### config.mk
export PLATFORM = sky130hd
export DESIGN_NAME = tag_valid_store
export DESIGN_NICKNAME = d
export VERILOG_FILES = /design/src/design/icache_pkg.sv /design/src/design/tag_valid_store.sv
export SDC_FILE = /design/constraint.sdc
export NUM_CORES = 2
export LEC_CHECK = 0
export ABC_AREA = 0
export BUFFER_PORTS_ARGS = -buffer_cell sky130_fd_sc_hd__buf_4
export CAP_MARGIN = 20
export CORE_MARGIN = 2
export CORE_UTILIZATION = 45
export CTS_CLUSTER_DIAMETER = 40
export DETAILED_ROUTE_END_ITERATION = 8
export GPL_TIMING_DRIVEN = 0
export PLACE_DENSITY = 0.56
export SLEW_MARGIN = 30
export SYNTH_ARGS = -nofsm -noshare
export SYNTH_HDL_FRONTEND = slang
export SYNTH_SLANG_ARGS = --single-unit
### constraint.sdc
create_clock -name clock -period 7.7 [get_ports clock]
set_input_delay 1.54 -clock clock [delete_from_list [all_inputs] [get_ports clock]]
set_output_delay 1.54 -clock clock [all_outputs]
set_load 0.05 [all_outputs]
### src/design/icache_pkg.sv
// Widths and bus encodings assume 32-bit addresses and 128-bit fetch words and beats
package icache_pkg;

  localparam int ADDR_BITS   = 32;  // Fetch and memory address
  localparam int FETCH_BITS  = 128; // One fetch word, one memory beat
  localparam int FETCH_BYTES = 16;

  // Low bit set means the beat carries data
  typedef enum logic [2:0] {
    access_ack      = 3'd0,
    access_ack_data = 3'd1
  } mem_opcode_e;

  typedef enum logic [1:0] {
    idle,
    request,     // Get held on the A channel
    wait_data    // Collecting response beats
  } refill_state_e;

  typedef struct packed {
    logic [ADDR_BITS-1:0] addr;
  } fetch_req_t;

  typedef struct packed {
    logic [FETCH_BITS-1:0] data;
  } fetch_resp_t;

  typedef struct packed {
    logic [ADDR_BITS-1:0] address; // Block aligned
    logic [3:0]           size;    // Log2 of bytes
  } mem_get_t;

  typedef struct packed {
    mem_opcode_e           opcode;
    logic [3:0]            size;   // Log2 of whole transfer
    logic [FETCH_BITS-1:0] data;
  } mem_beat_t;

endpackage

### src/design/tag_valid_store.sv
// Read data lags rd_en by one cycle and an invalidate beats a tag write in the same cycle
module tag_valid_store import icache_pkg::*; #(
  parameter int NUM_SETS   = 64,
  parameter int NUM_WAYS   = 2,
  parameter int LINE_BEATS = 4
) (
  input  logic                                               clock,
  input  logic                                               reset,
  input  logic                                               rd_en,
  input  logic [$clog2(NUM_SETS)+$clog2(LINE_BEATS)-1:0]     rd_index,
  output logic [NUM_WAYS-1:0]
               [ADDR_BITS-$clog2(NUM_SETS)-$clog2(LINE_BEATS*FETCH_BYTES)-1:0] way_tags,
  output logic [NUM_WAYS-1:0]                                way_valid,
  input  logic                                               wr_en,
  input  logic [((NUM_WAYS > 1) ? $clog2(NUM_WAYS) : 1)-1:0] wr_way,
  input  logic [$clog2(NUM_SETS)-1:0]                        wr_index,
  input  logic [ADDR_BITS-$clog2(NUM_SETS)-$clog2(LINE_BEATS*FETCH_BYTES)-1:0] wr_tag,
  input  logic                                               invalidate
);

  localparam int BEAT_BITS  = $clog2(LINE_BEATS);
  localparam int INDEX_BITS = $clog2(NUM_SETS);
  localparam int TAG_BITS   = ADDR_BITS - INDEX_BITS - $clog2(LINE_BEATS * FETCH_BYTES);

  logic [TAG_BITS-1:0]               tag_mem [NUM_WAYS][NUM_SETS];
  logic [NUM_WAYS-1:0][NUM_SETS-1:0] valid_bits;
  logic [INDEX_BITS-1:0]             rd_set;

  assign rd_set = rd_index[INDEX_BITS+BEAT_BITS-1:BEAT_BITS]; // Drop word offset

  always_ff @(posedge clock) begin
    if (wr_en) begin
      tag_mem[wr_way][wr_index] <= wr_tag;
    end
    if (rd_en) begin
      for (int w = 0; w < NUM_WAYS; w++) begin
        way_tags[w] <= tag_mem[w][rd_set];
      end
    end
  end

  always_ff @(posedge clock or posedge reset) begin
    if (reset) begin
      valid_bits <= '0;
      way_valid  <= '0;
    end else begin
      if (invalidate) begin
        valid_bits <= '0;                             // Flash clear
      end else if (wr_en) begin
        valid_bits[wr_way][wr_index] <= 1'b1;
      end
      if (rd_en) begin
        for (int w = 0; w < NUM_WAYS; w++) begin
          way_valid[w] <= valid_bits[w][rd_set];
        end
      end
    end
  end

endmodule

==> flow_metrics.tcl <==
set metrics [dict create \
    drc 0 \
    worstSetupEndpointType "flop" \
    nFillCells 17100 \
    p_int_uw 28800 \
    grt_max_degree 129 \
    p_seq_share_pct 44.2 \
    cp.required_ns 8.33 \
    postSynth.asyncResetShare_pct 4.76 \
    swShare_pct 22.4 \
    cap_violations 0 \
    pwr-share-clk_pct 50.8 \
    ant_nets 1 \
    die_h_um 485 \
    synth_cells 4513 \
    ctsHoldBuffers 0 \
    status "finished, violations left" \
    hold_violations 0 \
    gp_congestion 0.966 \
    path_delay_family "buffers and inverters" \
    worst_slew_pin_slew_ns 1.15 \
    critPathBufInv 5 \
    synth-edff-count 2600 \
    core_um2 230000 \
    path_cells "buf_4 > buf_2 > buf_4 > buf_4 > and2_1 > clkbuf_1 > a22oi_1 > nand2_1 > o22ai_1 > a221oi_1" \
    r2r-start "tag_mem[1][50]" \
    critPathLaunchType "input pin" \
    firstDrtPassIters 8 \
    post_synth.cell_area_avg_um2 23.1 \
    ys_seq_area_share_pct 78.2 \
    hpwl_um 210000 \
    die_w_um 485 \
    crit_type "input pin to flop" \
    drt-total-wl_um 316000 \
    setup_viol 0 \
    crit_start "rd_index[2]" \
    cp_max_fo 11 \
    clockBufferDepth 4 \
    antenna_found_initial 22 \
    grt_first_pass_wirelength_um 434000 \
    skew_ns 0.0656 \
    htreeDepth 5 \
    ir_worst_vdd_mv 0.189 \
    rsz0062_at_grt "false" \
    postCtsSetupRepairBufs 0 \
    clockRootBuffer "clkbuf_16" \
    num_rows 176 \
    violations "antenna rules" \
    fin_nets 5200 \
    min-delay-path-class "flop to flop" \
    leakagePower_uw 0.0411 \
    cpMaxStageDelayCell "a221oi_1" \
    routed_via_density 6.21 \
    ys_types 40 \
    slew_headroom_pct 23.6 \
    cts_tree "built" \
    min_from "valid_bits[115]" \
    start_util_pct 45.3 \
    multi_input_area_um2 22600 \
    drive_gt1_share_pct 36.3 \
    slew_violations 0 \
    max_stage_delay_ns 0.81 \
    power_frac_comb_pct 5.0 \
    p_switching_uw 8300 \
    area_delta_synth_final_pct 22.5 \
    die_area_um2 235000 \
    clock.fmax_mhz 192 \
    cts_made_buffers 413 \
    drt_iter0_drc 7625 \
    cts-resized-gates 0 \
    track_usage_pct 27.0 \
    critPathArrivalTime_ns 5.84 \
    io_pins 82 \
    p_per_area_nw_per_um2 291 \
    min_period_ns 5.21 \
    synth_seq_cells 2730 \
    port_buffers 74 \
    final.period_utilization_pct 67.7 \
    ys_warn_count 0 \
    synth_nets 4553 \
    worstSkewPairLatency_ns 1.00 \
    final_util_pct 55.5 \
    register_area_um2 81300 \
    grt_overflow 0 \
    synth_area_um2 104000 \
    synth_ff_type "edfxtp_1" \
    wire_per_inst_um 37.1 \
    clkTransAtPathRegs_ns 0.05 \
    grt_pass1_vias 52500 \
    cp_common_cell "buf_4" \
    finalSetupTns_ns 0 \
    cts.sinks 2730 \
    vias 53000 \
]
## layer usage
layer	routed length, um	part of all wire [%]	track usage, %
met1	129000	41	38.7
met2	147000	46	40.7
met3	28200	8.9	6.12
met4	12300	3.9	10.0
met5	256	0.081	0
## registers in the layout (all words and copies together) (netlist names)
signal	cells
valid_bits	128
way_tags	40
way_valid	2
tag_mem	2560
## cell type report
type | instances | share of cell area [%]
buffer | 248 | 0.922
tap | 3026 | 2.97
clock buffer | 458 | 8.30
clock inverter | 286 | 2.63
inverter | 4 | 0.0177
multi-input combinational | 1531 | 17.7
timing repair buffer | 232 | 3.65
sequential | 2730 | 63.8
antenna | 20 | 0.0393
## power groups by stage
stage | logic [uW] | clock network, uW | registers, uW
floorplan | 785 | 0 | 16800
global placement | 1740 | 0 | 16700
detailed placement | 1840 | 0 | 16700
CTS | 1840 | 19000 | 16400
global route | 1910 | 19700 | 16400
finish | 1850 | 18800 | 16400
## Yosys cell counts, types with 3 or more instances
master	instances	area share, %
edfxtp_1	2600	75
mux4_2	784	17
nor2_1	377	1.4
dfrtp_1	130	3.1
buf_2	114	0.55
a22oi_1	104	0.75
clkbuf_1	83	0.30
nand2_1	81	0.29
buf_1	34	0.12
mux2i_1	28	0.27
a21oi_1	21	0.10
a221oi_1	21	0.18
a22o_1	17	0.14
nor2b_1	14	0.084
buf_4	12	0.087
o22ai_1	10	0.060
and2_1	9	0.054
nand3_1	8	0.038
mux2_2	6	0.065
nand2b_1	6	0.036
nor3b_1	6	0.043
and3b_1	4	0.034
inv_1	4	0.014
nand3b_1	4	0.029
o2111ai_1	4	0.034
or3b_2	4	0.034
buf_6	3	0.032
or2_2	3	0.018
## metrics by stage
| step | power, uW | hold slack, ns | setup WS (ns) | cell area [um^2] | cells |
|---|---|---|---|---|---|
| finish | 37100 | 0.498 | 2.49 | 128000 | 8535 |
| global route | 38000 | 0.508 | 2.61 | 127000 | 8519 |
| CTS | 37200 | 0.494 | 2.62 | 127000 | 8507 |
| detailed placement | 18500 | 0.482 | 1.60 | 113000 | 7763 |
| global placement | 18400 | 0.473 | 0.894 | 108000 | 7613 |
| floorplan | 17500 | 0.457 | 2.69 | 104000 | 4513 |
## worst reg2reg max path: stages, from the launching register on
cell      delay, ns
edfxtp_1       0.35
mux4_2         0.52
mux4_2         0.55
a22oi_1        0.78
nand2_1        0.47
## cell usage in the layout, fill, tap and decap left out, types with 6 or more instances in the layout
cell type      n
dfrtp_1      130
clkbuf_2      19
clkinv_1      31
edfxtp_1    2600
clkbuf_16    416
buf_4         70
clkinv_4      48
and2_1         9
a21oi_1       21
mux2_2         6
clkinv_2      36
clkbuf_8       8
buf_1         25
bufinv_16     54
buf_16       124
buf_12        17
inv_8          7
a22oi_1      103
buf_2        123
diode_2       20
mux2i_1       28
a22o_1        17
buf_8         21
nor2b_1       13
o22ai_1       10
nand2_1       77
buf_6          8
nor2_1       248
nor3b_1        6
nand3_1        8
nor2_4       128
mux4_2       784
clkbuf_1     107
a221oi_1      21
clkinvlp_4    58
inv_6         48
nand2b_1       6
## worst paths after layout
path / endpoint / slack (ns) / cells past startpoint
max: way_tags[26] / 2.49 / 10
min: valid_bits[115] / 0.50 / 2
max reg2reg: way_tags[30] / 4.67 / 4
min reg2reg: valid_bits[115] / 0.50 / 2
max in group asynchronous: valid_bits[11] / 6.29 / 3
min in group asynchronous: valid_bits[124] / 0.60 / 2
## logic make-up (layout without fill, tap and decap cells)
logic type | after synthesis | after routing | synth area share [%]
flops | 2730 | 2730 | 78.2
mux | 818 | 818 | 17.3
simple gates | 527 | 527 | 2.09
buf+inv | 252 | 1228 | 1.11
compound gates | 186 | 186 | 1.33
other cells | 0 | 20 | 0
No activity file was read; power rests on OpenSTA's default activity.
