===== src/design/icache_pkg.sv =====
// Widths and bus encodings assume 32-bit addresses and 128-bit fetch words and beats
package icache_pkg;

  localparam int ADDR_BITS   = 32;  // Fetch and memory address
  localparam int FETCH_BITS  = 128; // One fetch word, one memory beat
  localparam int FETCH_BYTES = 16;

  // Low bit set means the beat carries data
  typedef enum logic [2:0] {
    access_ack      = 3'd0,
    access_ack_data = 3'd1
  } mem_opcode_e;

  typedef enum logic [1:0] {
    idle,
    request,     // Get held on the A channel
    wait_data    // Collecting response beats
  } refill_state_e;

  typedef struct packed {
    logic [ADDR_BITS-1:0] addr;
  } fetch_req_t;

  typedef struct packed {
    logic [FETCH_BITS-1:0] data;
  } fetch_resp_t;

  typedef struct packed {
    logic [ADDR_BITS-1:0] address; // Block aligned
    logic [3:0]           size;    // Log2 of bytes
  } mem_get_t;

  typedef struct packed {
    mem_opcode_e           opcode;
    logic [3:0]            size;   // Log2 of whole transfer
    logic [FETCH_BITS-1:0] data;
  } mem_beat_t;

endpackage


===== src/design/fetch_pipeline.sv =====
// A miss drops itself and both younger requests without a response so the fetch side must retry
module fetch_pipeline import icache_pkg::*; #(
  parameter int NUM_SETS   = 64,
  parameter int NUM_WAYS   = 2,
  parameter int LINE_BEATS = 4
) (
  input  logic                                                clock,
  input  logic                                                reset,
  input  logic                                                req_valid,
  input  fetch_req_t                                          req,
  output logic                                                req_ready,
  output logic                                                resp_valid,
  output fetch_resp_t                                         resp,
  input  logic                                                refill_busy,
  output logic                                                rd_en,
  output logic [$clog2(NUM_SETS)+$clog2(LINE_BEATS)-1:0]      rd_index,
  input  logic [NUM_WAYS-1:0]
               [ADDR_BITS-$clog2(NUM_SETS)-$clog2(LINE_BEATS*FETCH_BYTES)-1:0] way_tags,
  input  logic [NUM_WAYS-1:0]                                 way_valid,
  input  logic [NUM_WAYS-1:0][FETCH_BITS-1:0]                 way_words,
  output logic                                                miss,
  output logic [ADDR_BITS-1:0]                                miss_addr
);

  localparam int OFFSET_BITS = $clog2(LINE_BEATS * FETCH_BYTES);
  localparam int WORD_BITS   = $clog2(FETCH_BYTES);
  localparam int INDEX_BITS  = $clog2(NUM_SETS);
  localparam int TAG_BITS    = ADDR_BITS - INDEX_BITS - OFFSET_BITS;

  logic                                fire;
  logic                                s1_valid;
  logic [ADDR_BITS-1:0]                s1_addr;
  logic [NUM_WAYS-1:0]                 s1_hit;     // One-hot tag match
  logic                                s2_valid;
  logic [ADDR_BITS-1:0]                s2_addr;
  logic [NUM_WAYS-1:0]                 s2_hit;
  logic [NUM_WAYS-1:0][FETCH_BITS-1:0] s2_words;
  logic [FETCH_BITS-1:0]               word_sel;

  always_comb begin
    req_ready = !refill_busy;                         // Closed for the whole refill
    fire      = req_valid && req_ready;
    rd_en     = fire;                                 // s0 array read
    rd_index  = req.addr[OFFSET_BITS+INDEX_BITS-1:WORD_BITS];
    for (int w = 0; w < NUM_WAYS; w++) begin
      s1_hit[w] = way_valid[w] && (way_tags[w] == s1_addr[ADDR_BITS-1 -: TAG_BITS]);
    end
  end

  always_ff @(posedge clock or posedge reset) begin
    if (reset) begin
      s1_valid <= 1'b0;
      s2_valid <= 1'b0;
      s2_hit   <= '0;
    end else begin
      s1_valid <= fire && !miss;                      // Squash s0 on miss
      s2_valid <= s1_valid && !miss;                  // Squash s1 on miss
      s2_hit   <= s1_hit;
    end
  end

  // Address and data ride along with the valids
  always_ff @(posedge clock) begin
    if (fire) begin
      s1_addr <= req.addr;
    end
    s2_addr  <= s1_addr;
    s2_words <= way_words;                            // Arrays answer in s1
  end

  always_comb begin
    word_sel = '0;
    for (int w = 0; w < NUM_WAYS; w++) begin
      if (s2_hit[w]) begin
        word_sel = word_sel | s2_words[w];
      end
    end
    resp_valid = s2_valid && (|s2_hit);
    resp.data  = word_sel;
    miss       = s2_valid && !(|s2_hit);              // Single cycle, s2 empties next
    miss_addr  = s2_addr;
  end

endmodule


===== config.mk =====
export PLATFORM = sky130hd
export DESIGN_NAME = fetch_pipeline
export DESIGN_NICKNAME = d
export VERILOG_FILES = /design/src/design/icache_pkg.sv /design/src/design/fetch_pipeline.sv
export SDC_FILE = /design/constraint.sdc
export NUM_CORES = 1
export LEC_CHECK = 0
export BUFFER_PORTS_ARGS = -buffer_cell sky130_fd_sc_hd__buf_4
export CORE_AREA = 2 2 199 201
export CTS_CLUSTER_SIZE = 10
export DETAILED_ROUTE_END_ITERATION = 8
export DIE_AREA = 0 0 201 203
export SLEW_MARGIN = 10
export SYNTH_ARGS = -nofsm -noshare
export SYNTH_HDL_FRONTEND = slang
export SYNTH_SLANG_ARGS = --single-unit

===== constraint.sdc =====
create_clock -name clock -period 3.6 [get_ports clock]
set_clock_uncertainty 0.2 [all_clocks]
set_input_delay 0.18 -clock clock [delete_from_list [all_inputs] [get_ports clock]]
set_output_delay 0.18 -clock clock [all_outputs]
set_load 0.005 [all_outputs]

==> summary.txt <==
CTS
  • Clock root buffer master: clkbuf_16
  • H-tree levels: 2
  • Post-CTS Hold Buffers: 297
  • Setup Fix Bufs, Post-CTS: 0
  • CTS clk-pin slew, worst paths: approximately 0.06 ns
  • Clock Path Buffers: 3
  • Clk sink count: between 300 and 400
  • Num CTS Buffers: 39
  • CTS tree: yes
  • Post_cts resized: 0
  • Worst-skew pair later-pin latency: 0.53 ns

Setup path
  • Critical path, cell by cell: buf_4 > a22o_1 > buf_4
  • Worst reg-to-reg path cell count: 6
  • Crit-path max cell delay: 1.08 ns
  • CP most frequent cell: buf_4
  • Worst path required time: 3.22 ns
  • CP max-delay cell: dfrtp_4
  • CP endpoint kind: primary output
  • RR Endpoint: s2_hit[0]$_DFF_PP0_
  • CP Max Fanout: 77
  • Arrival @ worst endpoint: about 2.3 ns
  • Top cell family by delay on the critical path: flip-flops
  • CP Depth: 3
  • Reg2reg start: s1_addr[15]$_DFFE_PP_
  • R2R Setup Slk: 1.00 ns
  • Worst Path Buf+Inv: 2
  • CP Class: reg2out
  • Startpoint types: flop

Logic synthesis
  • Compound-Gate Fraction of Synth Area: 0.1309
  • Post-Syn Instances: 549
  • Yosys top cell by area: dfxtp_1
  • Simple-Gate Fraction of Synth Area: 0.01437
  • Synth Cell Area: ~0.0086 sq mm
  • Xor-xnor portion of the synthesized cell area: 0.04064
  • Main combinational cell family by area after synthesis: compound AO/OA/AOI/OAI gates
  • Syn Nets: 883
  • Yosys top cell area share: 0.6688
  • Mux contribution to synthesized area: 0
  • Post-Synth Adder-Cell Area: 0
  • Flops & latches, synth: 324
  • Sequential area share after synthesis: 0.7919
  • Top cells by area, synth: dfxtp_1 67%, a22o_1 13%, edfxtp_1 11%, xnor2_1 2.4%, xor2_1 1.6%
  • Post-synth cell types: 18
  • Average size of a mapped cell: 15.70 sq um
  • Synth warn: 0

Global routing
  • Initial antenna violation count: 1
  • Grt ovf: 0
  • Number of global-route vias before repair: 8407
  • GRT Util Overall: 0.1494
  • Largest net degree at the start of global routing: 78
  • First-pass GRT wire length: 47030 um

Floorplanning
  • Die area: 0.04080 sq mm
  • Die height: 203 um
  • Die W: 201 um
  • I/O pin total: ~500
  • Total core area: 0.03847 sq mm
  • Std-Cell Rows: 72
  • Starting density of the core: 0.2241

Status
  • Status: complete, no violations

Pwr
  • Comb power frac: 0.082
  • Sequential Power Share: 0.480
  • PwrDens: 481.1 mW/mm^2
  • IR drop worst, VDD: 0.0004904 V
  • Switching Fraction: 0.2019
  • P_leak: 7.679 nW
  • Clock network power share: 0.438
  • Int Pwr: 6.556 mW
  • Switch Pwr: 1.658 mW

Detailed routing
  • Drt drc: 0
  • Routed len/inst: 16.81 um
  • Vias: 7644
  • First-pass DRT Iterations: 6
  • Remaining antenna violation count after routing: 0
  • DR vias/cell: between 4 and 5
  • Final wirelength: 31850 um
  • 1st-iter DRT viols: 243

Placement
  • Port bufs: 505
  • Placer Congestion: between 0.9 and 1
  • Hpwl dp: 20200 um

Timing
  • Fin crit period: 2.693 ns
  • Final Cycle Share: 0.7481
  • RSZ-0062 raised after global routing: false
  • Worst-margin pin slew: 1.026 ns
  • TNS Setup: 0 ns
  • # setup viols final: 0
  • Achievable Freq: 371.3 MHz
  • Slew HR: 0.3146
  • Final Hold Viols: 0
  • Max-slew violation count: 0

Finish
  • # nets final: between 1500 and 2000
  • Fraction of layout cells with a size suffix above 1: 0.4065
  • Core Util, Final: 0.4439
  • Most frequent cells in the layout: 507 x buf_4, 297 x dlygate4sd3_1, 288 x dfxtp_1
  • Commonest non-fill, non-tap cell in the layout: buf_4
  • P&R area growth vs syn: 98.06%

Hold path
  • Hold Path Cell Cnt: 2
  • WHS Endpoint: s1_addr[2]$_DFFE_PP_
  • Hold Crit Class: in2reg
  • Worst Hold Launch: req_valid

Flow run
  • Max Cap Violations: 0
==> layer usage <==
metal,part of all wire,wire length [um],global-route usage
met5,0,0,0
met1,0.36,11370,0.1517
met2,0.52,16660,0.2716
met3,0.081,2576,0.04960
met4,0.039,1238,0.07937
==> area by class of cell <==
class	instances	area [sq um]
multi-input combinational	187	1610
tap	518	648.1
timing repair buffer	806	6819
antenna	2	5.005
fill	3304	21390
clock inverter	1	30.03
inverter	2	7.507
clock buffer	55	1120
sequential	324	6834
==> power by group through the flow <==
stage	Sequential (mW)	Clock [mW]	Combinational [mW]
2_1_floorplan	3.98	0	0.0589
3_5_place_dp	4.01	0	0.403
4_1_cts	3.93	3.70	0.672
5_1_grt	3.95	3.84	0.720
6_report	3.94	3.60	0.678
3_3_place_gp	4.01	0	0.397
==> cells by family after synthesis <==
logic type | Yosys count
flip-flops | 324
AO/OA/AOI/OAI | 129
buffers and inverters | 38
AND/OR/NAND/NOR | 18
XOR/XNOR | 40
==> registers in the layout, indices dropped and copies added (netlist names) <==
register	count
miss_addr	32
s1_addr	32
s1_valid	1
s2_hit	2
s2_valid	1
s2_words	256
==> worst register-to-register path, cell delays in order (launching register included) <==
cell	delay [ns]
edfxtp_1	0.43
xor2_1	0.17
nor4_1	0.28
nand3_1	0.13
dlygate4sd3_1	0.61
nor4_2	0.14
dlygate4sd3_1	0.58
==> worst max path at each step <==
stage | endpoint | slack (ns) | startpoint
final | resp[69] | 0.91 | s2_hit[0]$_DFF_PP0_
after global routing | resp[26] | 0.80 | s2_hit[0]$_DFF_PP0_
after CTS | resp[69] | 0.90 | s2_hit[0]$_DFF_PP0_
after detailed placement | resp[69] | 1.48 | s2_hit[0]$_DFF_PP0_
after global placement | resp[21] | 1.55 | s2_hit[0]$_DFF_PP0_
after floorplan | s1_addr[0]$_DFFE_PP_ | 1.25 | refill_busy
==> synthesized netlist by cell type <==
cell type  count
xor2_1        16
nor4_1         4
buf_4          8
xnor2_1       24
nor4_2         2
buf_1          3
dfrtp_1        4
o21a_1         1
clkbuf_1      10
nand3_1        2
nor2b_1        3
edfxtp_1      32
inv_1          2
buf_2         15
a22o_1       128
nand4_1        6
dfxtp_1      288
nor3b_1        1
==> per-stage QoR <==
stage	cells	power, mW	instance area (sq um)	hold WS (ns)	setup WS [ns]
global placement	1540	4.402	12950	-0.1116	1.554
CTS	1893	8.305	17070	0.01231	0.9019
global route	1894	8.511	17070	0.03753	0.7959
floorplan	549	4.041	8621	-0.2539	1.254
finish	1895	8.214	17070	0.03868	0.9068
detailed placement	1540	4.412	12950	-0.1050	1.485
(Power assumes the default switching activity.)
