[config.mk]
export PLATFORM = sky130hd
export DESIGN_NAME = beat_counter
export DESIGN_NICKNAME = d
export VERILOG_FILES = /design/src/design/icache_pkg.sv /design/src/design/beat_counter.sv
export SDC_FILE = /design/constraint.sdc
export NUM_CORES = 1
export LEC_CHECK = 0
export BUFFER_PORTS_ARGS = -buffer_cell sky130_fd_sc_hd__buf_2
export CORE_AREA = 2 2 77 42
export DETAILED_ROUTE_END_ITERATION = 12
export DIE_AREA = 0 0 79 44
export PLACE_DENSITY_LB_ADDON = 0.3
export SYNTH_ARGS = -nofsm -noshare
export SYNTH_HDL_FRONTEND = slang
export SYNTH_SLANG_ARGS = --single-unit
[constraint.sdc]
create_clock -name clock -period 2.19 [get_ports clock]
set_input_delay 0.3285 -clock clock [delete_from_list [all_inputs] [get_ports clock]]
set_output_delay 0.3285 -clock clock [all_outputs]
set_load 0.1 [all_outputs]
[src/design/icache_pkg.sv]
// Widths and bus encodings assume 32-bit addresses and 128-bit fetch words and beats
package icache_pkg;

  localparam int ADDR_BITS   = 32;  // Fetch and memory address
  localparam int FETCH_BITS  = 128; // One fetch word, one memory beat
  localparam int FETCH_BYTES = 16;

  // Low bit set means the beat carries data
  typedef enum logic [2:0] {
    access_ack      = 3'd0,
    access_ack_data = 3'd1
  } mem_opcode_e;

  typedef enum logic [1:0] {
    idle,
    request,     // Get held on the A channel
    wait_data    // Collecting response beats
  } refill_state_e;

  typedef struct packed {
    logic [ADDR_BITS-1:0] addr;
  } fetch_req_t;

  typedef struct packed {
    logic [FETCH_BITS-1:0] data;
  } fetch_resp_t;

  typedef struct packed {
    logic [ADDR_BITS-1:0] address; // Block aligned
    logic [3:0]           size;    // Log2 of bytes
  } mem_get_t;

  typedef struct packed {
    mem_opcode_e           opcode;
    logic [3:0]            size;   // Log2 of whole transfer
    logic [FETCH_BITS-1:0] data;
  } mem_beat_t;

endpackage

[src/design/beat_counter.sv]
// Outputs are valid only while a beat is on the response channel and follow its size field
module beat_counter import icache_pkg::*; #(
  parameter int LINE_BEATS = 4
) (
  input  logic                          clock,
  input  logic                          reset,
  input  logic                          mem_d_valid,
  input  mem_beat_t                     mem_d,
  output logic [$clog2(LINE_BEATS)-1:0] beat_index,
  output logic                          beat_last
);

  localparam int WORD_BITS  = $clog2(FETCH_BYTES);
  localparam int BEAT_BITS  = $clog2(LINE_BEATS);
  localparam int COUNT_BITS = 8;
  localparam int MASK_BITS  = COUNT_BITS + WORD_BITS;

  logic                  has_data;
  logic [MASK_BITS-1:0]  size_mask;
  logic [COUNT_BITS-1:0] beats_m1;    // Beats in burst minus one
  logic [COUNT_BITS-1:0] count;       // Beats left, zero between bursts
  logic [COUNT_BITS-1:0] count_m1;
  logic [COUNT_BITS-1:0] index_full;
  logic                  first;

  always_comb begin
    has_data   = mem_d.opcode[0];
    size_mask  = ~({MASK_BITS{1'b1}} << mem_d.size); // Bytes minus one
    beats_m1   = has_data ? size_mask[MASK_BITS-1:WORD_BITS] : '0;
    count_m1   = count - 1'b1;
    first      = (count == '0);
    beat_last  = (count == COUNT_BITS'(1)) || (beats_m1 == '0);
    index_full = beats_m1 & ~count_m1;                // Zero on first beat
    beat_index = index_full[BEAT_BITS-1:0];
  end

  always_ff @(posedge clock or posedge reset) begin
    if (reset) begin
      count <= '0;
    end else if (mem_d_valid) begin
      if (first) begin
        count <= beats_m1;                            // Load at burst start
      end else begin
        count <= count_m1;
      end
    end
  end

endmodule

==> run_results.csv, run 1 <==
group,metric,value,unit
critical_path,cp_max_fo,6,
placed_design,post-dp-hpwl,1260,um
global_route,grt.overflow.total,0,
global_route,grt_max_degree,15,
critical_path,crit_buf_inv,1,
cts,htree_num_levels,1,
critical_path,crit_path_start_kind,"flip-flop",
pwr,vdd_drop_max,0.412,mV
layout,largest_reg_flops,8,
pwr,p_per_area,1130,mW/mm^2
layout,diodes,0,
pwr,leakagePower,0.339,nW
routing,avgViaCountPerCell,4.77,
critical_path,cp.required,1.86,ns
critical_path,worstSetupEndpointType,"primary output",
routing,drt-pass1-iter-count,4,
layout,nNetsFinal,230,
routing,drt_iter0_drc,30,
cts,cts_root_buffer,"clkbuf_8",
placed_design,port_buffers,10,
cts,cts_setup_buffers,0,
layout,design_area,773,um^2
placed_design,placed_area,732,um^2
run,maxCapViolations,0,
critical_path,path_class,"flip-flop to primary output",
cts,clk_path_buf_depth,2,
global_route,antenna_found_initial,0,
timing,period_needed,2.02,ns
timing,fmax,495,MHz
routing,ant_nets,0,
timing,worstMarginPinSlew,0.595,ns
yosys,synth_ff_type,"dfrtp_1",
die,die_w,79,um
yosys,synth-compound-area-share,20.2,%
yosys,yosys.cell_types.count,32,
routing,vias,606,
cts,clock-sinks,8,
critical_path,rr_startpoint,"count[5]$_DFFE_PP0P_",
routing,wl_per_cell,11.9,um
yosys,synth_top_family_by_area,"simple AND/OR/NAND/NOR gates",
critical_path,reg2reg_slack,0.33,ns
timing,finalCritPeriodShare,92.3,%
die,ios,141,
die,start_util,21.9,%
critical_path,critPathSlowestCell,"nor4_1",
cts,cts_made_buffers,3,
die,rows,14,
min_path,hp-class,"input pin to asynchronous set/reset pin",
timing,relSlewSlack,59.9,%
yosys,synth_fa_ha_area_share,6.05,%
placed_design,gp_congestion,0.739,
timing,drv_slew,0,
yosys,syn-cell-area,621,um^2
status,status,"finished, final reports clean",
die,die_height,44,um
critical_path,r2r_cells,5,
critical_path,critPathArrivalTime,1.69,ns
yosys,ys_seq_area_share,32.3,%
die,core,0.00284,mm^2
yosys,syn-num-nets,215,
routing,drc,0,
timing,fin_setup_tns,0,ns
layout,final_layout_size_suffix_gt1_share,23.0,%
cts,clk_pin_slew,0.04,ns
critical_path,critPathTopFamily,"simple AND/OR/NAND/NOR gates",
cts,hold_buffers,0,
critical_path,max_stage_delay,0.57,ns
layout,regMostFlops,"count",
yosys,yosysWarnings,0,
global_route,grt_pass1_vias,550,
yosys,syn-instance-count,74,
global_route,grt_pass1_wl,2550,um
routing,wirelength,1520,um
global_route,track_usage,10.1,%
timing,fin_skew,0.000675,ns
critical_path,r2r-end,"count[0]$_DFFE_PP0P_",
cts,clk_latency,0.22,ns
yosys,postSynthAreaPerCell,8.39,um^2
yosys,muxShareOfSynthArea,5.65,%
layout,area_growth,24.6,%
yosys,synth-edff-count,0,
critical_path,path_cells,"nor4_1 > a31o_2 > buf_12",
yosys,async_reset_ff_share,100,%
layout,top_regs,"count (8)",
timing,rsz0062_at_grt,"false",
yosys,synthXorXnorAreaFrac,0,%
yosys,synthSimpleGateAreaFrac,31.0,%
cts,cts.repair.resized,0,
cts,cts_tree,"yes",
yosys,synth_seq_cells,8,
timing,timing.final.hold_violations,0,
timing,setup_violations,0,
die,die_area,0.00348,mm^2
per-stage QoR:
step	hold WS, ns	setup slack [ns]	util, %	std cells	power (W)
floorplan	0.144	0.0613	-	74	0.000589
CTS	0.0550	0.195	27.2	127	0.000876
global placement	0.294	0.367	25.8	124	0.000692
detailed placement	0.297	0.344	25.8	124	0.000697
finish	0.0468	0.169	27.2	127	0.000872
global route	0.0740	0.0964	27.2	127	0.000944
power by group:
part / internal (W) / switching [W] / leakage, nW
Sequential: 0.000217 / 0.0000929 / 0.0971
Combinational: 0.000163 / 0.000225 / 0.221
Clock: 0.000119 / 0.0000551 / 0.0216
kinds of logic after synthesis:
family | count (synthesis)
fa+ha+maj | 3
simple gates | 38
buf+inv | 5
flops | 8
mux | 3
compound gates | 17
layout make-up:
class                           count  area [um^2]
Fill cell                         317         2060
Multi-Input combinational cell     61          390
Timing Repair Buffer               12         80.1
Clock buffer                        3         41.3
Sequential cell                     8          200
Tap cell                           40         50.0
Inverter                            3         11.3
synthesized netlist by cell type (2+ instances only):
cell	count	area share [%]
mux2i_1	2	3.2
nor3_1	3	2.4
nand3_1	3	2.4
o31ai_1	2	2.4
o21ai_0	2	1.6
nand2_1	10	6.0
inv_1	3	1.8
nor3b_1	2	2.4
a31o_2	2	2.8
a22o_1	2	2.8
nand2b_1	2	2.0
ha_1	3	6.0
nor4_1	2	2.0
a21oi_1	3	2.4
nor2_1	9	5.4
dfrtp_1	8	32
routing by layer:
layer	vias to the layer above	share of wire [%]	track usage [%]
met5	-	0	0
met4	0	0	2.07
met3	0	7.4	5.00
met2	20	35	12.7
met1	285	57	15.1
li1	301	-	-
worst max-delay path by stage:
stage,cells past startpoint,end,start,slack [ns]
floorplan,3,beat_index[0],mem_d[129],0.06
global placement,4,count[1]$_DFFE_PP0P_,count[5]$_DFFE_PP0P_,0.37
detailed placement,5,count[0]$_DFFE_PP0P_,count[5]$_DFFE_PP0P_,0.34
CTS,3,beat_last,count[5]$_DFFE_PP0P_,0.19
global route,3,beat_last,count[5]$_DFFE_PP0P_,0.1
finish,3,beat_last,count[5]$_DFFE_PP0P_,0.17
cell usage in the layout (no fill, tap or decap), drive strengths merged, types with 2 or more instances in the layout:
cell type	synthesis	layout
a21oi	4	4
a22o	2	2
a31o	2	2
buf	1	12
clkbuf	1	3
dfrtp	8	8
ha	3	3
inv	3	3
mux2i	2	2
nand2	10	10
nand2b	2	2
nand3	3	3
nor2	9	9
nor3	3	3
nor3b	2	2
nor4	2	2
o21ai	2	2
o31ai	2	2
Power figures use the tool's default switching activity.
==> run 2: changes to the inputs <==
--- a/config.mk
+++ b/config.mk
@@ -9,6 +9,7 @@
 export CORE_AREA = 2 2 77 42
 export DETAILED_ROUTE_END_ITERATION = 12
 export DIE_AREA = 0 0 79 44
+export MAX_ROUTING_LAYER = met4
 export PLACE_DENSITY_LB_ADDON = 0.3
 export SYNTH_ARGS = -nofsm -noshare
 export SYNTH_HDL_FRONTEND = slang
==> run_results.csv, run 2 (synthesized netlist as in run 1, its figures left out) <==
group,metric,value,unit
layout,nNetsFinal,230,
layout,n_fill_cell,317,
global_route,gr-usage-met2,12.7,%
cts,hold_buffers,0,
layout,regMostFlops,"count",
cts,cts_made_buffers,3,
cts,cts_setup_buffers,0,
pwr,p_per_area,1130,mW/mm^2
critical_path,path_class,"flip-flop to primary output",
critical_path,worstSetupEndpointType,"primary output",
timing,finalCritPeriodShare,92.2,%
global_route,antenna_found_initial,0,
layout,design_area,773,um^2
die,die_area,0.00348,mm^2
die,core,0.00284,mm^2
timing,rsz0062_at_grt,"false",
pwr,vdd_drop_max,0.413,mV
routing,drt-pass1-iter-count,4,
global_route,grt.overflow.total,0,
timing,drv_slew,0,
die,ios,141,
routing,drt_iter0_drc,30,
cts,cts_tree,"yes",
cts,clk_path_buf_depth,2,
placed_design,placed_area,732,um^2
cts,clk_pin_slew,0.04,ns
critical_path,r2r-end,"count[0]$_DFFE_PP0P_",
global_route,track_usage,10.4,%
layout,diodes,0,
die,rows,14,
cts,htree_num_levels,1,
critical_path,r2r_cells,5,
timing,relSlewSlack,60.1,%
timing,fmax,495,MHz
routing,avgViaCountPerCell,4.76,
pwr,p_total,0.000872,W
timing,fin_skew,0.000499,ns
die,die_w,79,um
timing,setup_violations,0,
critical_path,reg2reg_slack,0.32,ns
layout,final_common_cell,"nand2_1",
placed_design,dpl_worst_slack,0.344,ns
timing,timing.final.hold_violations,0,
cts,clock-sinks,8,
timing,fin_setup_tns,0,ns
global_route,met3_usage,5.00,%
cts,cts_root_buffer,"clkbuf_8",
timing,holdWs,0.0467,ns
critical_path,cp.required,1.86,ns
cts,clk_latency,0.22,ns
critical_path,rr_startpoint,"count[5]$_DFFE_PP0P_",
global_route,grt.busiest_layer,"met1",
run,maxCapViolations,0,
global_route,grt_pass1_vias,554,
critical_path,crit_path_start_kind,"flip-flop",
placed_design,port_buffers,10,
routing,wirelength,1520,um
routing,wl_per_cell,12.0,um
layout,final_cell_mix,"nand2_1 (10), nor2_1 (9), buf_2 (9)",
critical_path,cp_max_fo,6,
timing,fin_ws,0.171,ns
timing,period_needed,2.02,ns
global_route,grt_pass1_wl,2550,um
pwr,leakagePower,0.339,nW
die,die_height,44,um
global_route,grt_max_degree,15,
placed_design,post-dp-hpwl,1260,um
timing,worstMarginPinSlew,0.593,ns
layout,final_layout_size_suffix_gt1_share,23.0,%
placed_design,gp_congestion,0.748,
layout,largest_reg_flops,8,
routing,vias,605,
status,status,"finished, final reports clean",
min_path,hp-class,"input pin to asynchronous set/reset pin",
layout,top_regs,"count (8)",
critical_path,crit_start,"count[5]$_DFFE_PP0P_",
routing,drc,0,
layout,area_growth,24.6,%
global_route,grt_use_met1,15.1,%
critical_path,critPathArrivalTime,1.69,ns
die,start_util,21.9,%
routing,ant_nets,0,
cts,cts.repair.resized,0,
-- run 2: cell counts in the layout (fill, tap and decap cells not counted) --
Identical to the previous run, type by type.
-- run 2: per-stage QoR --
stage / util [%] / cells
after floorplan: - / 74
after global placement: 25.8 / 124
after detailed placement: 25.8 / 124
after CTS: 27.2 / 127
after global routing: 27.2 / 127
final: 27.2 / 127
-- run 2: final cells by class --
| type | instances | area (um^2) | share of cell area, % |
|---|---|---|---|
| Multi-Input combinational cell | 61 | 390 | 50.5 |
| Sequential cell | 8 | 200 | 25.9 |
| Clock buffer | 3 | 41.3 | 5.34 |
| Tap cell | 40 | 50.0 | 6.47 |
| Inverter | 3 | 11.3 | 1.46 |
| Timing Repair Buffer | 12 | 80.1 | 10.4 |
-- run 2: how the worst max path moves through the flow --
stage	to	slack (ns)	cells past startpoint
after CTS	beat_last	0.19	3
final	beat_last	0.17	3
after floorplan	beat_index[0]	0.06	3
after global placement	count[1]$_DFFE_PP0P_	0.37	4
after global routing	beat_last	0.1	3
after detailed placement	count[0]$_DFFE_PP0P_	0.34	5
-- run 2: worst max-delay path, stage by stage (launching register included) --
cell     delay, ns
dfrtp_1       0.44
nor4_1        0.57
a31o_2        0.28
buf_12        0.17
-- run 2: routing by layer --
metal  vias to the layer above  part of all wire, %
li1                        301                    -
met1                       284                   57
met2                        20                   35
met3                         0                  7.4
met4                         0                    0
met5                         -                    0
-- run 2: power breakdown --
part           internal, W  switching, W
combinational     0.000163      0.000225
clock             0.000119     0.0000555
sequential        0.000217     0.0000929
