### src/design/icache_pkg.sv
// Widths and bus encodings assume 32-bit addresses and 128-bit fetch words and beats
package icache_pkg;

  localparam int ADDR_BITS   = 32;  // Fetch and memory address
  localparam int FETCH_BITS  = 128; // One fetch word, one memory beat
  localparam int FETCH_BYTES = 16;

  // Low bit set means the beat carries data
  typedef enum logic [2:0] {
    access_ack      = 3'd0,
    access_ack_data = 3'd1
  } mem_opcode_e;

  typedef enum logic [1:0] {
    idle,
    request,     // Get held on the A channel
    wait_data    // Collecting response beats
  } refill_state_e;

  typedef struct packed {
    logic [ADDR_BITS-1:0] addr;
  } fetch_req_t;

  typedef struct packed {
    logic [FETCH_BITS-1:0] data;
  } fetch_resp_t;

  typedef struct packed {
    logic [ADDR_BITS-1:0] address; // Block aligned
    logic [3:0]           size;    // Log2 of bytes
  } mem_get_t;

  typedef struct packed {
    mem_opcode_e           opcode;
    logic [3:0]            size;   // Log2 of whole transfer
    logic [FETCH_BITS-1:0] data;
  } mem_beat_t;

endpackage

### src/design/refill_ctrl.sv
// One refill at a time and a refill hit by an invalidate leaves its line invalid
module refill_ctrl import icache_pkg::*; #(
  parameter int NUM_SETS   = 64,
  parameter int NUM_WAYS   = 2,
  parameter int LINE_BEATS = 4
) (
  input  logic                                               clock,
  input  logic                                               reset,
  input  logic                                               miss,
  input  logic [ADDR_BITS-1:0]                               miss_addr,
  input  logic                                               invalidate,
  output logic                                               mem_a_valid,
  output mem_get_t                                           mem_a,
  input  logic                                               mem_a_ready,
  input  logic                                               mem_d_valid,
  input  mem_beat_t                                          mem_d,
  input  logic                                               beat_last,
  output logic                                               refill_busy,
  output logic                                               tag_wr_en,
  output logic                                               data_wr_en,
  output logic [((NUM_WAYS > 1) ? $clog2(NUM_WAYS) : 1)-1:0] wr_way,
  output logic [$clog2(NUM_SETS)-1:0]                        wr_index,
  output logic [ADDR_BITS-$clog2(NUM_SETS)-$clog2(LINE_BEATS*FETCH_BYTES)-1:0] wr_tag
);

  localparam int OFFSET_BITS = $clog2(LINE_BEATS * FETCH_BYTES);
  localparam int INDEX_BITS  = $clog2(NUM_SETS);
  localparam int TAG_BITS    = ADDR_BITS - INDEX_BITS - OFFSET_BITS;
  localparam int WAY_BITS    = (NUM_WAYS > 1) ? $clog2(NUM_WAYS) : 1;

  refill_state_e        state;
  logic [ADDR_BITS-1:0] refill_addr;
  logic [15:0]          lfsr;          // Victim source
  logic                 invalidated;
  logic                 a_fire;
  logic                 data_beat;

  always_comb begin
    mem_a_valid   = (state == request);
    a_fire        = mem_a_valid && mem_a_ready;
    mem_a.address = {refill_addr[ADDR_BITS-1:OFFSET_BITS], {OFFSET_BITS{1'b0}}};
    mem_a.size    = 4'(OFFSET_BITS);                  // Whole block
    refill_busy   = (state != idle);
    data_beat     = (state == wait_data) && mem_d_valid && mem_d.opcode[0];
    data_wr_en    = data_beat && !invalidated;
    tag_wr_en     = data_wr_en && beat_last;          // Line valid only once complete
    wr_way        = lfsr[WAY_BITS-1:0];
    wr_index      = refill_addr[OFFSET_BITS +: INDEX_BITS];
    wr_tag        = refill_addr[ADDR_BITS-1 -: TAG_BITS];
  end

  always_ff @(posedge clock or posedge reset) begin
    if (reset) begin
      state       <= idle;
      lfsr        <= 16'h0001;                        // Any nonzero seed
      invalidated <= 1'b0;
    end else begin
      case (state)
        idle:      if (miss) state <= request;
        request:   if (a_fire) state <= wait_data;
        wait_data: if (data_beat && beat_last) state <= idle;
        default:   state <= idle;
      endcase
      if (a_fire) begin
        lfsr <= {lfsr[14:0], lfsr[15] ^ lfsr[14] ^ lfsr[12] ^ lfsr[3]}; // x^16+x^15+x^13+x^4+1
      end
      if (state == idle) begin
        invalidated <= 1'b0;
      end else if (invalidate) begin
        invalidated <= 1'b1;                          // Sticky until refill ends
      end
    end
  end

  // Miss address captured once and held through the refill
  always_ff @(posedge clock) begin
    if (state == idle && miss) begin
      refill_addr <= miss_addr;
    end
  end

endmodule

### config.mk
export PLATFORM = sky130hd
export DESIGN_NAME = refill_ctrl
export DESIGN_NICKNAME = d
export VERILOG_FILES = /design/src/design/icache_pkg.sv /design/src/design/refill_ctrl.sv
export SDC_FILE = /design/constraint.sdc
export NUM_CORES = 1
export LEC_CHECK = 0
export BUFFER_PORTS_ARGS = -buffer_cell sky130_fd_sc_hd__clkbuf_2
export CORE_AREA = 5 5 90 92
export DETAILED_ROUTE_END_ITERATION = 16
export DIE_AREA = 0 0 95 97
export PLACE_DENSITY = 0.78
export SLEW_MARGIN = 20
export SYNTH_ARGS = -nofsm -noshare
export SYNTH_HDL_FRONTEND = slang
export SYNTH_SLANG_ARGS = --single-unit
### constraint.sdc
create_clock -name clock -period 5.35 [get_ports clock]
set_input_delay 0.535 -clock clock [delete_from_list [all_inputs] [get_ports clock]]
set_output_delay 0.535 -clock clock [all_outputs]
set_load 0.01 [all_outputs]
==> results.md, run 1 <==
- DP HPWL: 3.88 mm
- Ports: 241
- Initial DRC count: 26
- DIE HEIGHT: 97 um
- Share of post-route cells with drive strength above 1: 63.0%
- Post-route minimum period: between 1.5 and 2 ns
- Num CTS Buffers: 5
- Critical Path Fanout Max: 6
- Total GRT Usage: 10.0%
- Post-CTS Setup Repair Bufs: 0
- Antenna violations before repair: 0
- First-pass GRT wire length: 6.65 mm
- Sw frac: 30.8%
- Worst IR drop on VDD: 0.222 mV
- Synth Instances: 119
- Hold WS: between 0.3 and 0.4 ns
- Crit path required time: between 4 and 5 ns
- Resized cells post-CTS: 0
- Clock H-tree levels: 2
- Nets: 362
- Largest net degree at the start of global routing: 27
- Number of remaining DRC errors: 0
- Kind of critical path: register to primary output
- Final hold violation count: 0
- ANT cells: 0
- Sequential share of power: about half
- RSZ-0062 raised after global routing: false
- Root buffer cell: clkbuf_8
- Post-route ant nets: 0
- Drt pass-1 iters: 4
- Worst-skew pair later-pin latency: about 0.30 ns
- NetSw: 0.293 mW
- DIE WIDTH: 95 um
- Worst rel slew slack: between 50% and 60%
- Vias per std cell: 3.80
- FP Rows: 31
- P_leak: 1.14 nW
- Fin cells: 288
- Post-route clock period utilization: 36.5%
- Post-place setup slack: between 3 and 4 ns
- # setup viols final: 0
- WP data arrival: about 1.4 ns
- Die Footprint: a little over 0.009 mm^2
- Hold Path Class: primary input to async pin
- Post-DP Area: around 0.0022 mm^2
- Fmax achieved: 0.513 GHz
- Final WL: 4.59 mm
- Max_cap viols: 0
- Avg Inst Size Synth: 15.8 um^2
- Status: complete, no violations
- Core area: about 0.007 mm^2
- P_int: 0.658 mW
- Fin. max-slew vios: 0
- Mapped Area: 0.00188 mm^2
- Vias: 1,094
- Layout Skew: approximately 0.0066 ns
- CTS tree: yes
- Power Total: 0.952 mW
- Grt ovf: 0
- Gate power share: 22.7%
- Worst slew pin tran: a little under 0.7 ns
- Final GP Congestion: 0.728
- Fillers: 726
- Synth warn: 0
- Fin worst setup slack: 3.40 ns
- Pwr Density: 409 mW/mm^2
- Distinct cells, synth: 20
- Area growth syn-to-layout: 24.1%
- CTS max path bufs: 2
- CP startpoint kind: register
- IO Port Bufs: 90
- TNS Setup: 0 ns
- Utilization after layout: 32.6%
- Fin area: 0.00233 mm^2
- Critical path endpoint category: primary output
- Number of global-route vias before repair: 1,170
- Register area share after synthesis: 67.0%
- Initial core utilization: 26.3%
- CTS sink count: 45
- Placed cells: 280
- Clock Power Share: ~28%
- Clock transition at path regs: 0.09 ns
- Routed len/inst: 15.9 um
- Yosys reg bits: 45
- CTS Hold Bufs: 0
==> layer usage <==
layer | routed length (um) | share of wire (%) | GRT usage, % | vias to the layer above
met5 | 0 | 0 | 0 | -
met4 | 38 | 0.83 | 2.33 | 0
met3 | 576 | 13 | 4.58 | 4
met2 | 1960 | 43 | 14.6 | 69
met1 | 2010 | 44 | 13.4 | 525
li1 | - | - | - | 496
==> placed cells by master, fill, tap and decap left out, types with 2 or more instances in the layout <==
cell	synthesis	layout
xnor2_1	3	3
inv_1	2	2
mux2_4	7	7
nand2_1	2	2
nor2_1	3	2
conb_1	2	10
edfxtp_1	26	26
mux2_2	9	9
clkbuf_8	0	5
o21ai_0	2	2
dfrtp_1	18	18
clkbuf_2	0	90
==> logic make-up after synthesis <==
family	synth area share [%]
flip-flops	67.0
buffers and inverters	15.4
multiplexers	11.0
AND/OR/NAND/NOR	3.80
AO/OA/AOI/OAI	0.934
XOR/XNOR	1.40
other	0.400
==> flip-flops by register name (all words and copies together) (netlist names) <==
signal and flops:
invalidated 1, lfsr 16, state 2, refill_addr 26
==> final timing paths <==
| kind | from | end | slack [ns] | depth (start not counted) |
|---|---|---|---|---|
| setup / recovery | state[0] | tag_wr_en | 3.40 | 4 |
| hold / removal | reset | lfsr[13] | 0.30 | 2 |
| setup reg to reg | state[0] | refill_addr[7] | 3.79 | 3 |
| hold reg to reg | invalidated | invalidated | 0.50 | 1 |
| max in group asynchronous | reset | lfsr[12] | 4.61 | 2 |
| min in group clock | miss_addr[22] | refill_addr[22] | 0.40 | 1 |
==> area by class of cell <==
cell class              instances  area (um^2)  share of cell area [%]
clock buffers                   5         68.8                    2.96
clock inverters                 3         50.0                    2.15
inverters                       2         7.51                   0.323
multi-input cells              43          362                    15.5
flip-flops and latches         45         1260                    54.0
well taps                      99          124                    5.32
repair buffers                 91          458                    19.7
==> power by group through the flow <==
| stage | Clock, mW | Combinational (mW) | Sequential (mW) |
|---|---|---|---|
| finish | 0.265 | 0.216 | 0.470 |
| global route | 0.289 | 0.234 | 0.479 |
| global placement | 0 | 0.216 | 0.479 |
| detailed placement | 0 | 0.221 | 0.479 |
| CTS | 0.276 | 0.221 | 0.471 |
| floorplan | 0 | 0.144 | 0.481 |
==> synth_stat cells <==
cell	count	area share [%]
and2_1	1	0.33
buf_4	36	14
buf_6	1	0.60
conb_1	2	0.40
dfrtp_1	18	24
dfstp_2	1	1.4
edfxtp_1	26	42
inv_1	2	0.40
mux2_2	9	5.4
mux2_4	7	5.6
nand2_1	2	0.40
nand3_1	1	0.27
nand3b_4	1	1.1
nand4b_1	1	0.47
nor2_1	3	0.60
nor2b_1	1	0.33
o21a_1	1	0.40
o21ai_0	2	0.53
or2_2	1	0.33
xnor2_1	3	1.4
==> critical path, stage by stage, from the launching register on <==
cell	delay (ns)
dfrtp_1	0.45
nand4b_1	0.20
nor2_1	0.13
and2_1	0.19
clkbuf_2	0.15
Note: power is estimated with default switching activity, not from simulation.
==> inputs of run 2 (changes only) <==
--- a/config.mk
+++ b/config.mk
@@ -6,10 +6,10 @@
 export NUM_CORES = 1
 export LEC_CHECK = 0
 export BUFFER_PORTS_ARGS = -buffer_cell sky130_fd_sc_hd__clkbuf_2
-export CORE_AREA = 5 5 90 92
+export CORE_AREA = 5 5 89 91
 export DETAILED_ROUTE_END_ITERATION = 16
-export DIE_AREA = 0 0 95 97
-export PLACE_DENSITY = 0.78
+export DIE_AREA = 0 0 94 96
+export PLACE_DENSITY = 0.83
 export SLEW_MARGIN = 20
 export SYNTH_ARGS = -nofsm -noshare
 export SYNTH_HDL_FRONTEND = slang
==> constraint.sdc (replaced) <==
create_clock -name clock -period 1.7 [get_ports clock]
set_input_delay 0.17 -clock clock [delete_from_list [all_inputs] [get_ports clock]]
set_output_delay 0.17 -clock clock [all_outputs]
set_load 0.01 [all_outputs]
==> results.md, run 2 (synthesis gave the netlist of run 1 again) <==
- Drt pass-1 iters: 4 (unchanged)
- Num CTS Buffers: 5 (unchanged)
- Root buffer cell: clkbuf_8
- Final hold violation count: 0 (unchanged)
- DP HPWL: 4.03 mm (+3.8%)
- Most frequent cells in the layout: clkbuf_2 (90), edfxtp_1 (26), dfrtp_1 (18)
- Post-route ant nets: 0 (unchanged)
- Max reg flops: 26 (unchanged)
- CTS sink count: 45 (unchanged)
- Footprint of the multi-input gates: 367 um^2 (+1.4%)
- Hold Path Sink: refill_addr[11]
- Antenna violations before repair: 0 (unchanged)
- Placed cells: 281 (+0.36%)
- Clock transition at path regs: 0.09 ns (about the same)
- Grt ovf: 0 (unchanged)
- CTS max path bufs: 2 (unchanged)
- Vias per std cell: 3.75 (-1.3%)
- Area growth syn-to-layout: 25.3%
- Critical Path Fanout Max: 6 (unchanged)
- First-pass GRT wire length: 6.55 mm (-1.5%)
- IO Port Bufs: 90 (unchanged)
- Status: complete, no violations
- Fin cells: 290 (+0.69%)
- Register area: 0.00126 mm^2 (unchanged)
- Worst IR drop on VDD: 0.720 mV (+220%)
- RSZ-0062 raised after global routing: false
- Initial core utilization: 26.6% (+0.29 points)
- CTS tree: yes
- Final WL: 4.70 mm (+2.5%)
- Nets: 364 (+0.55%)
- FP Rows: 31 (unchanged)
- Core area: 0.00706 mm^2 (-1.1%)
- Layout Skew: 0.00959 ns (+0.00297 ns)
- Clock H-tree levels: 2 (unchanged)
- Reg-to-Reg Start: state[0]
- Final GP Congestion: 0.783 (+7.6%)
- Total GRT Usage: 10.1% (+0.13 points)
- TNS Setup: 0 ns (unchanged)
- Number of remaining DRC errors: 0 (unchanged)
- DIE HEIGHT: 96 um (-1.0%)
- Hold Path Class: primary input to register
- Share of post-route cells with drive strength above 1: 62.8% (-0.14 points)
- DIE WIDTH: 94 um (-1.1%)
- Vias: 1,087 (-0.64%)
- Ports: 241 (unchanged)
- Hold path startpoint: miss_addr[11]
- Biggest register: refill_addr
- Crit path required time: 1.53 ns (-3.29 ns)
- P_leak: 1.15 nW (+0.63%)
- Post-route clock period utilization: ~93%
- Critical path endpoint category: primary output
- CP startpoint kind: register
- Routed len/inst: 16.2 um (+1.8%)
- Most common cell after layout, fill and taps aside: clkbuf_2
- Post-route minimum period: 1.58 ns
- Worst-skew pair later-pin latency: 0.29 ns (about the same)
- Post-CTS Setup Repair Bufs: 0 (unchanged)
- Cells on worst reg2reg path: 3 (unchanged)
- # setup viols final: 0 (unchanged)
- Pwr Density: 1290 mW/mm^2 (+210%)
- Worst slew pin tran: 0.682 ns (+0.000625 ns)
- WP data arrival: 1.41 ns (about the same)
- FF-to-FF End: refill_addr[31]
- Flop2flop setup slack: 0.20 ns (-3.59 ns)
- Worst rel slew slack: 54.5% (about the same)
- Initial DRC count: 20 (-23%)
- Max_cap viols: 0 (unchanged)
- Regs by FF count: refill_addr: 26 flops, lfsr: 16 flops, state: 2 flops
- Kind of critical path: register to primary output
- Fillers: 741 (+2.1%)
- Die Footprint: 0.00902 mm^2 (-2.1%)
- Hold path depth: 1
- Fin. max-slew vios: 0 (unchanged)
- Fmax achieved: 0.634 GHz
- Largest net degree at the start of global routing: 20 (-26%)
- ANT cells: 0 (unchanged)
- Number of global-route vias before repair: 1,209 (+3.3%)
[run 2: stage by stage]
| step | cell area, um^2 | worst slack (ns) | util, % | power, mW | hold slack (ns) |
|---|---|---|---|---|---|
| after floorplan | 1910 | 0.0995 | - | 1.97 | 0.120 |
| after global placement | 2220 | 0.242 | 31.5 | 2.20 | 0.305 |
| after detailed placement | 2220 | 0.227 | 31.5 | 2.23 | 0.310 |
| after CTS | 2350 | 0.103 | 33.3 | 3.06 | 0.0354 |
| after global routing | 2350 | 0.0370 | 33.3 | 3.18 | 0.0234 |
| final | 2350 | 0.122 | 33.3 | 3.03 | 0.0427 |
[run 2: critical path: stages (launching register included)]
cell and delay, ns:
dfrtp_1 0.46, nand4b_1 0.20, nor2_1 0.13, and2_1 0.18
clkbuf_2 0.15
[run 2: layout make-up]
type	instances	share of cell area (%)
clock buffers	6	3.51
clock inverters	2	1.60
inverters	2	0.319
multi-input cells	43	15.6
flip-flops and latches	45	53.5
well taps	99	5.27
repair buffers	93	20.2
[run 2: where the power goes]
group          total [mW]  switching (mW)  internal, mW  leakage, nW
clock network       0.839           0.361         0.478       0.0574
logic               0.736           0.452         0.285        0.594
registers            1.45           0.102          1.35        0.501
total                3.03           0.915          2.11         1.15
[run 2: worst max-delay path by stage]
stage / to / start / cells after the start
after floorplan: refill_addr[10] / state[0] / 2
after global placement: refill_addr[18] / state[0] / 3
after detailed placement: refill_addr[30] / state[0] / 3
after CTS: tag_wr_en / state[0] / 4
after global routing: tag_wr_en / state[0] / 4
final: tag_wr_en / state[0] / 4
[run 2: per-layer routing]
metal	global-route usage, %	share of wire, %	vias up
li1	-	-	501
met1	12.7	43	516
met2	15.7	45	67
met3	5.55	12	3
met4	1.81	0.57	0
met5	0	0	-
[run 2: what timing repair did]
item | 4_1_cts | 5_1_grt
endpoints found under the hold margin | 18 | 0
gates resized for setup | 0 | 0
hold buffers | 1 | 0
setup endpoints to repair | 0 | 0
